--- src/hdl/mips_pkg.sv ---
// shared definitions for the decode stage
// constants, opcode / funct / alu-op / next-pc enums
// bundle structs between fetch, decode, execute and writeback
`default_nettype none

package mips_pkg;

    localparam int reg_count = 32;   // architectural registers
    localparam int link_reg  = 31;   // jal destination

    // ------------------------------------------------------------------------
    // encodings
    // ------------------------------------------------------------------------
    typedef enum logic [5:0] {
        op_special = 6'h00,
        op_j       = 6'h02,
        op_jal     = 6'h03,
        op_beq     = 6'h04,
        op_bne     = 6'h05,
        op_addiu   = 6'h09,
        op_andi    = 6'h0c,
        op_ori     = 6'h0d,
        op_lui     = 6'h0f,
        op_lw      = 6'h23,
        op_sw      = 6'h2b
    } opcode_e;

    // function field of special opcode
    typedef enum logic [5:0] {
        fn_sll   = 6'h00,
        fn_srl   = 6'h02,
        fn_jr    = 6'h08,
        fn_addu  = 6'h21,
        fn_subu  = 6'h23,
        fn_and_f = 6'h24,
        fn_or_f  = 6'h25,
        fn_xor_f = 6'h26,
        fn_slt   = 6'h2a
    } funct_e;

    typedef enum logic [3:0] {
        alu_add, alu_sub, alu_and_op, alu_or_op, alu_xor_op,
        alu_slt, alu_sll, alu_srl, alu_lui, alu_none
    } alu_op_e;

    typedef enum logic [2:0] {
        br_seq, br_beq, br_bne, br_jump, br_jump_reg
    } br_kind_e;

    // ------------------------------------------------------------------------
    // bundles
    // ------------------------------------------------------------------------
    typedef struct packed {
        logic [31:0] pc;
        logic [31:0] npc;
        logic [31:0] nnpc;    // link value for jal
        logic [31:0] instr;
    } fetch_bundle_t;

    typedef struct packed {
        logic [31:0] wdata;
        logic [3:0]  wen;     // byte lanes
        logic [4:0]  wnum;
    } wb_write_t;

    typedef struct packed {
        logic       writes;
        logic [4:0] wnum;
    } stage_write_t;

    typedef struct packed {
        logic [4:0]  rs;
        logic [4:0]  rt;
        logic [4:0]  dest;
        logic [31:0] imm_ext;
        logic [4:0]  sa;
        logic [25:0] index;
        alu_op_e     alu_op;
        br_kind_e    br_kind;
        logic        use_rs;
        logic        use_rt;
        logic        alu_a_is_sa;
        logic        alu_b_is_imm;
        logic        mem_read;
        logic        mem_write;
        logic        reg_write;
    } decode_ctrl_t;

    typedef struct packed {
        logic [31:0]  pc;
        logic [31:0]  nnpc;
        logic [31:0]  alu_a;
        logic [31:0]  alu_b;
        logic [31:0]  store_data;
        alu_op_e      alu_op;
        logic         mem_read;
        logic         mem_write;
        stage_write_t dest;
    } exe_bundle_t;

endpackage

`default_nettype wire
--- src/hdl/id_stage.sv ---
// instruction decode stage, top level
// pipeline register with valid/allowin handshake
// register file, decoder, hazard check, branch unit
// operand selection and valid gating of the outputs
`timescale 1ns/1ps
`default_nettype none

module id_stage (
    input  wire                          clk,
    input  wire                          rst_n,
    // fetch side
    input  wire                          if_valid,
    input  wire mips_pkg::fetch_bundle_t fetch,
    input  wire [31:0]                   fetch_npc_fast,
    output logic                         id_allowin,
    // execute side
    input  wire                          exe_allowin,
    output logic                         id_valid,
    output mips_pkg::exe_bundle_t        exe,
    // writeback and pipeline status
    input  wire mips_pkg::wb_write_t     wb_write,
    input  wire mips_pkg::stage_write_t  exe_status,
    input  wire mips_pkg::stage_write_t  mem_status,
    input  wire mips_pkg::stage_write_t  wb_status,
    // redirect to fetch
    output logic [31:0]                  next_pc
);

    logic                   valid_q;
    mips_pkg::fetch_bundle_t fetch_q;   // held bundle
    mips_pkg::decode_ctrl_t ctrl;
    logic [31:0]            rs_value;
    logic [31:0]            rt_value;
    logic                   ready;
    logic                   taken;
    logic [31:0]            target;
    logic [31:0]            alu_a;
    logic [31:0]            alu_b;

    // ------------------------------------------------------------------------
    // handshake and pipeline register
    // ------------------------------------------------------------------------
    assign id_allowin = !valid_q || (ready && exe_allowin);
    assign id_valid   = valid_q && ready;

    always_ff @(posedge clk) begin
        if (!rst_n) begin
            valid_q <= 1'b0;
        end else if (id_allowin) begin
            valid_q <= if_valid;   // empties when fetch has nothing
        end
    end

    always_ff @(posedge clk) begin
        if (id_allowin && if_valid) begin
            fetch_q <= fetch;
        end
    end

    // ------------------------------------------------------------------------
    // decode, register read, hazard and branch
    // ------------------------------------------------------------------------
    instr_decoder u_decoder (
        .instr (fetch_q.instr),
        .ctrl  (ctrl)
    );

    reg_file u_reg_file (
        .clk     (clk),
        .rst_n   (rst_n),
        .wr      (wb_write),
        .raddr_a (ctrl.rs),
        .raddr_b (ctrl.rt),
        .rdata_a (rs_value),
        .rdata_b (rt_value)
    );

    hazard_check u_hazard (
        .ctrl       (ctrl),
        .exe_status (exe_status),
        .mem_status (mem_status),
        .wb_status  (wb_status),
        .ready      (ready)
    );

    branch_unit u_branch (
        .ctrl     (ctrl),
        .npc      (fetch_q.npc),
        .rs_value (rs_value),
        .rt_value (rt_value),
        .taken    (taken),
        .target   (target)
    );

    // ------------------------------------------------------------------------
    // operands and outputs
    // ------------------------------------------------------------------------
    assign alu_a = ctrl.alu_a_is_sa ? {27'd0, ctrl.sa} : rs_value;
    assign alu_b = ctrl.alu_b_is_imm ? ctrl.imm_ext : rt_value;

    always_comb begin
        exe.pc          = fetch_q.pc;
        exe.nnpc        = fetch_q.nnpc;   // jal link value
        exe.alu_a       = alu_a;
        exe.alu_b       = alu_b;
        exe.store_data  = rt_value;
        exe.alu_op      = ctrl.alu_op;
        // side effects only from a held instruction
        exe.mem_read    = ctrl.mem_read && valid_q;
        exe.mem_write   = ctrl.mem_write && valid_q;
        exe.dest.writes = ctrl.reg_write && valid_q;
        exe.dest.wnum   = ctrl.dest;
    end

    // redirect only when a valid branch/jump is taken
    assign next_pc = (taken && valid_q) ? target : fetch_npc_fast;

endmodule

`default_nettype wire

--- src/hdl/branch_unit.sv ---
// branch and jump resolution
// beq/bne compare, j/jal/jr always taken, target selection
`timescale 1ns/1ps
`default_nettype none

module branch_unit (
    input  wire mips_pkg::decode_ctrl_t ctrl,
    input  wire [31:0]                  npc,
    input  wire [31:0]                  rs_value,
    input  wire [31:0]                  rt_value,
    output logic                        taken,
    output logic [31:0]                 target
);

    logic        equal;
    logic [31:0] br_target;
    logic [31:0] j_target;

    assign equal = (rs_value == rt_value);

    // ------------------------------------------------------------------------
    // target candidates
    // ------------------------------------------------------------------------
    assign br_target = npc + {ctrl.imm_ext[29:0], 2'b00};   // offset in words
    assign j_target  = {npc[31:28], ctrl.index, 2'b00};     // same 256MB region

    always_comb begin
        case (ctrl.br_kind)
            mips_pkg::br_beq: begin
                taken  = equal;
                target = br_target;
            end
            mips_pkg::br_bne: begin
                taken  = !equal;
                target = br_target;
            end
            mips_pkg::br_jump: begin
                taken  = 1'b1;
                target = j_target;
            end
            mips_pkg::br_jump_reg: begin
                taken  = 1'b1;
                target = rs_value;
            end
            default: begin   // sequential
                taken  = 1'b0;
                target = br_target;
            end
        endcase
    end

endmodule

`default_nettype wire

--- src/hdl/hazard_check.sv ---
// read-after-write stall detection
// compares used source registers against exe, mem and wb writers
`timescale 1ns/1ps
`default_nettype none

module hazard_check (
    input  wire mips_pkg::decode_ctrl_t ctrl,
    input  wire mips_pkg::stage_write_t exe_status,
    input  wire mips_pkg::stage_write_t mem_status,
    input  wire mips_pkg::stage_write_t wb_status,
    output logic                        ready
);

    logic stall_rs;
    logic stall_rt;

    // true when any downstream stage will still write reg r
    function automatic logic pending(input logic [4:0] r,
                                     input mips_pkg::stage_write_t s_exe,
                                     input mips_pkg::stage_write_t s_mem,
                                     input mips_pkg::stage_write_t s_wb);
        logic hit;
        hit = (s_exe.writes && s_exe.wnum == r) ||
              (s_mem.writes && s_mem.wnum == r) ||
              (s_wb.writes  && s_wb.wnum  == r);
        return hit && (r != 5'd0);   // r0 never waits
    endfunction

    assign stall_rs = ctrl.use_rs &&
                      pending(ctrl.rs, exe_status, mem_status, wb_status);
    assign stall_rt = ctrl.use_rt &&
                      pending(ctrl.rt, exe_status, mem_status, wb_status);

    // no forwarding, wait until the producer leaves wb
    assign ready = !(stall_rs || stall_rt);

endmodule

`default_nettype wire

--- src/hdl/instr_decoder.sv ---
// instruction decoder for the supported subset
// field extraction, control flags, alu op, next-pc kind
// and immediate extension (sign, zero, upper half)
`timescale 1ns/1ps
`default_nettype none

module instr_decoder (
    input  wire [31:0]             instr,
    output mips_pkg::decode_ctrl_t ctrl
);

    logic [4:0]        rs;
    logic [4:0]        rt;
    logic [4:0]        rd;
    logic [15:0]       imm;
    logic [31:0]       imm_sign;
    logic [31:0]       imm_zero;
    logic [31:0]       imm_upper;
    mips_pkg::opcode_e opcode;
    mips_pkg::funct_e  funct;

    assign rs     = instr[25:21];
    assign rt     = instr[20:16];
    assign rd     = instr[15:11];
    assign imm    = instr[15:0];
    assign opcode = mips_pkg::opcode_e'(instr[31:26]);
    assign funct  = mips_pkg::funct_e'(instr[5:0]);

    assign imm_sign  = {{16{imm[15]}}, imm};
    assign imm_zero  = {16'd0, imm};
    assign imm_upper = {imm, 16'd0};   // lui

    always_comb begin
        // anything not matched below falls through as a nop
        ctrl         = '0;
        ctrl.rs      = rs;
        ctrl.rt      = rt;
        ctrl.sa      = instr[10:6];
        ctrl.index   = instr[25:0];
        ctrl.alu_op  = mips_pkg::alu_none;
        ctrl.br_kind = mips_pkg::br_seq;

        case (opcode)
            mips_pkg::op_special: begin
                case (funct)
                    mips_pkg::fn_addu,
                    mips_pkg::fn_subu,
                    mips_pkg::fn_and_f,
                    mips_pkg::fn_or_f,
                    mips_pkg::fn_xor_f,
                    mips_pkg::fn_slt: begin
                        ctrl.dest      = rd;
                        ctrl.use_rs    = 1'b1;
                        ctrl.use_rt    = 1'b1;
                        ctrl.reg_write = 1'b1;
                    end
                    mips_pkg::fn_sll,
                    mips_pkg::fn_srl: begin
                        ctrl.dest        = rd;
                        ctrl.use_rt      = 1'b1;   // shifts rt by sa
                        ctrl.alu_a_is_sa = 1'b1;
                        ctrl.reg_write   = 1'b1;
                    end
                    mips_pkg::fn_jr: begin
                        ctrl.use_rs  = 1'b1;
                        ctrl.br_kind = mips_pkg::br_jump_reg;
                    end
                    default: ;
                endcase

                case (funct)
                    mips_pkg::fn_addu:  ctrl.alu_op = mips_pkg::alu_add;
                    mips_pkg::fn_subu:  ctrl.alu_op = mips_pkg::alu_sub;
                    mips_pkg::fn_and_f: ctrl.alu_op = mips_pkg::alu_and_op;
                    mips_pkg::fn_or_f:  ctrl.alu_op = mips_pkg::alu_or_op;
                    mips_pkg::fn_xor_f: ctrl.alu_op = mips_pkg::alu_xor_op;
                    mips_pkg::fn_slt:   ctrl.alu_op = mips_pkg::alu_slt;
                    mips_pkg::fn_sll:   ctrl.alu_op = mips_pkg::alu_sll;
                    mips_pkg::fn_srl:   ctrl.alu_op = mips_pkg::alu_srl;
                    default:            ctrl.alu_op = mips_pkg::alu_none;
                endcase
            end

            mips_pkg::op_addiu,
            mips_pkg::op_andi,
            mips_pkg::op_ori: begin
                ctrl.dest         = rt;
                ctrl.use_rs       = 1'b1;
                ctrl.alu_b_is_imm = 1'b1;
                ctrl.reg_write    = 1'b1;
                if (opcode == mips_pkg::op_addiu) begin
                    ctrl.imm_ext = imm_sign;
                    ctrl.alu_op  = mips_pkg::alu_add;
                end else begin
                    ctrl.imm_ext = imm_zero;   // logical ops zero-extend
                    ctrl.alu_op  = (opcode == mips_pkg::op_andi) ?
                                   mips_pkg::alu_and_op : mips_pkg::alu_or_op;
                end
            end

            mips_pkg::op_lui: begin
                ctrl.dest         = rt;
                ctrl.imm_ext      = imm_upper;
                ctrl.alu_b_is_imm = 1'b1;
                ctrl.alu_op       = mips_pkg::alu_lui;
                ctrl.reg_write    = 1'b1;
            end

            mips_pkg::op_lw: begin
                ctrl.dest         = rt;
                ctrl.imm_ext      = imm_sign;
                ctrl.use_rs       = 1'b1;
                ctrl.alu_b_is_imm = 1'b1;
                ctrl.alu_op       = mips_pkg::alu_add;   // address
                ctrl.mem_read     = 1'b1;
                ctrl.reg_write    = 1'b1;
            end

            mips_pkg::op_sw: begin
                ctrl.imm_ext      = imm_sign;
                ctrl.use_rs       = 1'b1;
                ctrl.use_rt       = 1'b1;   // store data
                ctrl.alu_b_is_imm = 1'b1;
                ctrl.alu_op       = mips_pkg::alu_add;
                ctrl.mem_write    = 1'b1;
            end

            mips_pkg::op_beq,
            mips_pkg::op_bne: begin
                ctrl.imm_ext = imm_sign;
                ctrl.use_rs  = 1'b1;
                ctrl.use_rt  = 1'b1;
                ctrl.br_kind = (opcode == mips_pkg::op_beq) ?
                               mips_pkg::br_beq : mips_pkg::br_bne;
            end

            mips_pkg::op_j: ctrl.br_kind = mips_pkg::br_jump;

            mips_pkg::op_jal: begin
                ctrl.br_kind   = mips_pkg::br_jump;
                ctrl.dest      = 5'(mips_pkg::link_reg);
                ctrl.reg_write = 1'b1;   // link value is nnpc
            end

            default: ;
        endcase
    end

endmodule

`default_nettype wire

--- src/hdl/reg_file.sv ---
// general purpose register file
// 32 x 32, byte-lane writes from writeback, two async read ports
`timescale 1ns/1ps
`default_nettype none

module reg_file (
    input  wire                       clk,
    input  wire                       rst_n,
    input  wire mips_pkg::wb_write_t  wr,
    input  wire [4:0]                 raddr_a,
    input  wire [4:0]                 raddr_b,
    output logic [31:0]               rdata_a,
    output logic [31:0]               rdata_b
);

    logic [31:0] regs [0:mips_pkg::reg_count-1];

    always_ff @(posedge clk) begin
        if (!rst_n) begin
            for (int i = 0; i < mips_pkg::reg_count; i++) begin
                regs[i] <= '0;
            end
        end else if (wr.wnum != 5'd0) begin   // r0 stays zero
            for (int b = 0; b < 4; b++) begin
                if (wr.wen[b]) begin
                    regs[wr.wnum][8*b +: 8] <= wr.wdata[8*b +: 8];
                end
            end
        end
    end

    // no write-through, the hazard check holds readers until wb retires
    assign rdata_a = (raddr_a == 5'd0) ? 32'd0 : regs[raddr_a];
    assign rdata_b = (raddr_b == 5'd0) ? 32'd0 : regs[raddr_b];

endmodule

`default_nettype wire

--- config.mk ---
export PLATFORM = sky130hd
export DESIGN_NAME = id_stage
export DESIGN_NICKNAME = d
export VERILOG_FILES = /design/src/hdl/mips_pkg.sv /design/src/hdl/id_stage.sv /design/src/hdl/branch_unit.sv /design/src/hdl/hazard_check.sv /design/src/hdl/instr_decoder.sv /design/src/hdl/reg_file.sv
export SDC_FILE = /design/constraint.sdc
export NUM_CORES = 2
export LEC_CHECK = 0
export BUFFER_PORTS_ARGS = -buffer_cell sky130_fd_sc_hd__buf_2
export CORE_MARGIN = 2
export CORE_UTILIZATION = 55
export DETAILED_ROUTE_END_ITERATION = 8
export PLACE_DENSITY = 0.74
export SYNTH_ARGS = -nofsm -noshare
export SYNTH_HDL_FRONTEND = slang
export SYNTH_SLANG_ARGS = --single-unit
--- constraint.sdc ---
create_clock -name clk -period 9.6 [get_ports clk]
set_input_delay 0 -clock clk [delete_from_list [all_inputs] [get_ports clk]]
set_output_delay 0 -clock clk [all_outputs]
set_load 0.02 [all_outputs]
# After elaboration in Yosys (flattened, before gate mapping)
# Memory sizes are Yosys's and may differ from the RTL's. A register that Yosys moved wholly into a read port is not among the register bits.
# Cells that the tools add are included.
# classes
addsub	1
n_eq_ne	29
mux	50
reduce_logical	48
# ops
cell	count
2-to-1 mux 32 bit	7
case mux 32 bit (3 select lines)	1
case mux 32 bit (2 select lines)	1
equality test 6 bit, second input constant	8
adder 32 bit	1
equality test 32 bit	1
case mux 4 bit (8 select lines)	1
OR reduction 32 bit	1
equality test 5 bit	6
equality test 6 x 4 -> 1 bit, second input constant	5
2-to-1 mux 1 bit	25
2-to-1 mux 5 bit	4
equality test 6 x 2 -> 1 bit, second input constant	3
logical AND 1 bit	17
case mux 4 bit (4 select lines)	1
case mux 5 bit (3 select lines)	1
nonzero test 5 bit	3
OR reduction 7 bit	2
equality test 6 x 3 -> 1 bit, second input constant	2
logical NOT 6 bit	2
OR reduction 6 bit	2
logical NOT 5 bit	2
OR reduction 2 bit	5
case mux 3 bit (3 select lines)	1
14 further kinds	26
# word_totals
register_bits	129
ram_bits	1024
input_bits	223
out_inout_bits	206
elab_cells	134
mem_count	1
# memory_table
name	depth	word_bits	rd	rd_ports_with_merged_regs	wr	line	text
u_reg_file.regs	32	32	2	2	32	reg_file.sv:16	logic [31:0] regs [0:mips_pkg::reg_count-1];

# Longest topological paths before layout
# depth
depth_word	12
mapped_depth	18
ltp_nobuf	17

# Modules after synthesis
# From an unflattened synthesis, not the netlist that was laid out.
# hier_totals
hier_cells	4530
area_unflattened_um2	64520.6
# by_module_without_submodules
module	instances	cells_each	area_each_um2	seq_area_each_um2
reg_file	1	3664	54969.0	30749.5
id_stage	1	308	5525.3	3863.7
branch_unit	1	342	2438.6	0.0
instr_decoder	1	167	1216.2	0.0
hazard_check	1	49	371.6	0.0

# Least setup slack after synthesis
# OpenSTA, ideal clock, no wires.
# synth_timing
path_kind	reg2reg
startpoint	reg fetch_q[17] (netlist bit)
endpoint	reg (tool-made name)
setup_time_ns	0.124
arrival_time_ns	4.691
required_ns	9.476
path_slack_ns	4.785
stages_incl_launch_ff	12
path_buffers	3
synth_period_minus_slack_ns	4.815
path_cell_list	edfxtp_1 -> clkbuf_1 -> or4_1 -> nor2_1 -> clkbuf_1 -> a31oi_1 -> o21ai_0 -> o31ai_1 -> o21ai_0 -> and2_1 -> buf_2 -> mux2_2
# synth_rtl
item	line	text
start, declared	id_stage.sv:30	mips_pkg::fetch_bundle_t fetch_q;
start signal, assigned	id_stage.sv:56	fetch_q <= fetch;

# Worst setup path after layout
# layout_timing
startpoint	reg fetch_q[29] (netlist bit)
endpoint	out next_pc[30]
# layout_via
elab_chain_cells	8
elab_cells_between_ends	29
classes_between	add/sub: 1; eq/ne: 14; mux: 7; reduce/logical: 7
# layout_rtl
item	line	text
branches (longest 7 deep; another with adder 32 bit)	-	
2-to-1 mux 32 bit (*)	id_stage.sv:116	assign next_pc = (taken && valid_q) ? target : fetch_npc_fast;
end, declared	id_stage.sv:26	output logic [31:0] next_pc
# Every way passes the cells marked *.

==> key figures <==
Status
  • Outcome: finished with violations
  • Failing checks: max-capacitance violations, max-slew violations

Logic synthesis
  • Synth Flop Type: edfxtp_1
  • Post-synthesis cell count: 4618
  • Ys Warns: 0
  • Synth async-reset ratio: 0%
  • Sequential share of the synthesized area: 53.8%
  • Distinct cells, synth: 76
  • Post-synth EDFFs: 1152
  • Register bit total from synthesis: 1163
  • Syn Area/Cell: 14.0 um^2
  • Mapped cell area: 64700 um^2

Clocking
  • CTS tree: yes
  • Clock slew at reported path FFs: 0.06 ns
  • Num CTS Buffers: 120
  • Worst skew pair latency: 0.75 ns
  • CTS Root Cell: clkbuf_16
  • Number of setup buffers added after CTS: 0
  • Clock Path Buffers: 3
  • Cts hold-fix bufs: 271
  • Post-cts gate resize count: 0
  • Clock Sinks: 1163
  • H-Tree Depth: 3

Worst setup path
  • R2r setup slk: 5.02 ns
  • Crit Path Max Fanout: 17
  • Worst setup SP type: flip-flop
  • Critical path class: reg -> out
  • Critical Path RT: 9.60 ns
  • Worst EP arrival: 6.97 ns
  • Worst setup EP type: output pin

Floorplanning
  • Die width: 347 um
  • Core area: 116000 um^2
  • Num rows: 125
  • Full die area: 120000 um^2
  • Initial Util: 55.6%
  • Vert. Die Dim: 347 um
  • Ports: 429

Detailed routing
  • Avg WL per Cell: 32.2 um
  • DRC viols: 0
  • Vias: 45800
  • Routed WL: 219 mm
  • Initial DRC count: 6225
  • Post-route ant nets: 0
  • Initial DRT Pass Iterations: 8
  • Routed vias/inst: 6.74

STA
  • Final hold vios: 0
  • Transition time at the pin with the least slew margin: 1.63 ns
  • Endpoints failing setup: 0
  • Min Clock Period, post-route: 6.97 ns
  • Fin Clk Skew: 0.0316 ns
  • F_max: 143 MHz
  • TNS Setup: 0 ns
  • Final period utilization: 72.6%
  • Slew Viols, Final: 6
  • Slew Limit Headroom: -9.95%
  • RSZ-0062 raised after global routing: no

Placed design
  • IO Port Bufs: 428
  • Area after DPL: 67200 um^2
  • Cells after DPL: 6289
  • Placer Congestion: 1.10
  • DPL Wire Length: 144 mm

GRT
  • All-Layer GR Usage: 36.0%
  • Initial antenna violation count: 23
  • Total grt overflow: 0
  • Pin count of the biggest net entering global routing: 118
  • First-pass GRT wire length: 311 mm
  • Vias in the first global route: 45000

Cells and area
  • # nets final: 5412
  • Post-Layout Cell Count: 6790
  • Area Growth Syn to Fin: 14.0%
  • Share of cells above drive strength 1: 24.9%
  • Final std cell area, no fill: 73700 um^2

Pwr
  • Total power: 13.3 mW
  • Lkg Pwr: 26.6 nW
  • VDD IR max: 0.161 mV
  • PD cells: 180 nW/um^2

Job
  • Max Cap Viol: 2

Worst hold path
  • HP Class: in -> reg
## area by class of cell
cell class | instances | area [um^2]
fill | 8242 | 42600
sequential | 1163 | 34800
multi-input combinational | 2989 | 27000
timing repair buffer | 833 | 5930
clock buffer | 150 | 3140
tap | 1524 | 1910
clock inverter | 71 | 677
inverter | 52 | 195
antenna | 8 | 20.0
## synthesized netlist by cell type, types with 7 or more instances
cell	n	share of area [%]
edfxtp_1	1152	54
and2_1	1018	9.8
mux4_2	499	17
nor2_1	246	1.4
nand2_1	236	1.4
clkbuf_1	201	1.2
o21ai_0	201	1.6
buf_4	110	1.3
mux2i_1	105	1.6
o22ai_1	86	0.83
a21oi_1	67	0.52
xor2_1	64	0.87
inv_1	52	0.30
buf_6	51	0.89
buf_2	47	0.36
o2111ai_1	39	0.53
nor4_1	38	0.37
a211oi_1	37	0.43
mux2_4	30	0.70
ha_1	29	0.56
a21o_1	21	0.24
nand3_1	20	0.15
o21ai_1	20	0.15
o221ai_1	19	0.26
xnor2_1	19	0.26
nor2b_1	15	0.15
mux2_2	14	0.24
mux4_1	13	0.53
nor3_1	12	0.093
dfxtp_1	11	0.34
a31oi_1	10	0.097
buf_1	10	0.058
buf_8	10	0.23
buf_12	7	0.22
## through the flow
| step | hold WS [ns] | utilization, % | worst slack, ns |
|---|---|---|---|
| floorplan | 0.0989 | - | 4.78 |
| global placement | 0.177 | 57.7 | 3.74 |
| detailed placement | 0.178 | 57.7 | 3.59 |
| CTS | 0.000552 | 63.3 | 2.79 |
| global route | 0.000157 | 63.3 | 2.29 |
| finish | 0.00749 | 63.4 | 2.63 |
## critical path, cell delays in order, from the launching register on
cell and delay (ns):
edfxtp_1 0.54, and2b_2 0.30, o21ai_0 0.18, a21oi_1 0.13, o21bai_1 0.19, buf_4 0.20, and2_1 0.19, ha_1 0.23
fa_1 0.44, a21oi_1 0.23, o211ai_1 0.17, o41ai_1 0.96, a211oi_1 0.39, a221oi_1 0.58, nor2_1 0.12, o41ai_1 0.38
nor4b_1 0.10, a311o_1 0.43, mux2_4 0.28, buf_2 0.16
## sequential cells by signal (all words and copies together) (netlist names), named ones only
| register | cells |
|---|---|
| u_reg_file.regs | 1024 |
| fetch_q | 64 |
| valid_q | 1 |
| exe | 64 |
## cell usage in the layout (no fill, tap or decap), drive strengths merged, types with 6 or more instances in the layout
master,n
a31oi,10
o221ai,19
a21oi,67
dfxtp,11
o211ai,6
xor2,64
mux4,512
nor2,246
a211oi,37
a21o,21
nand3,20
clkinv,55
nor4,43
buf,562
o21ai,221
dlygate4sd3,271
bufinv,9
conb,32
o2111ai,39
o31ai,6
and2,1018
nor3,12
o22ai,86
diode,8
mux2i,105
inv,54
nand2,236
ha,29
mux2,44
edfxtp,1152
xnor2,19
clkbuf,150
nor2b,15
## kinds of logic (layout without fill, tap and decap cells)
group                      Yosys count  in the layout  share of synthesized area, %
and+or+nand+nor                   1638           1638                          14.1
DFF                               1163           1163                          53.8
other                                1             40                       0.00580
AOI/OAI and AO/OA                  545            545                          5.22
muxes                              661            661                          20.5
buffers and inverters              497           1106                          4.63
xor gates and xnor gates            83             83                          1.12
adders and majority gates           30             30                         0.592
## routing by layer
layer / wire length (um) / part of all wire [%] / up-vias / global-route usage [%]
met5: 285 / 0.13 / - / 0.720
met4: 17400 / 8.0 / 28 / 24.1
met3: 30800 / 14 / 800 / 12.3
met2: 98900 / 45 / 3807 / 55.2
met1: 71500 / 33 / 22600 / 43.3
li1: - / - / 18500 / -
## final timing paths
kind                                             from               endpoint  cells after the start
worst max register to register   fetch_q[3]$_DFFE_PP_     exe[150]$_DFFE_PP_                      9
worst min-delay path                        fetch[70]  fetch_q[70]$_DFFE_PP_                      2
worst min register to register  fetch_q[22]$_DFFE_PP_              flip-flop                      1
worst max-delay path            fetch_q[29]$_DFFE_PP_            next_pc[30]                     19
## power breakdown
group / switching (mW) / leakage [nW] / internal (mW) / total (mW)
logic: 1.55 / 13.7 / 0.962 / 2.52
clock network: 2.07 / 1.85 / 2.56 / 4.63
registers: 0.229 / 11.1 / 5.88 / 6.10
total: 3.85 / 26.6 / 9.40 / 13.3
Note: power is estimated with default switching activity, not from simulation.
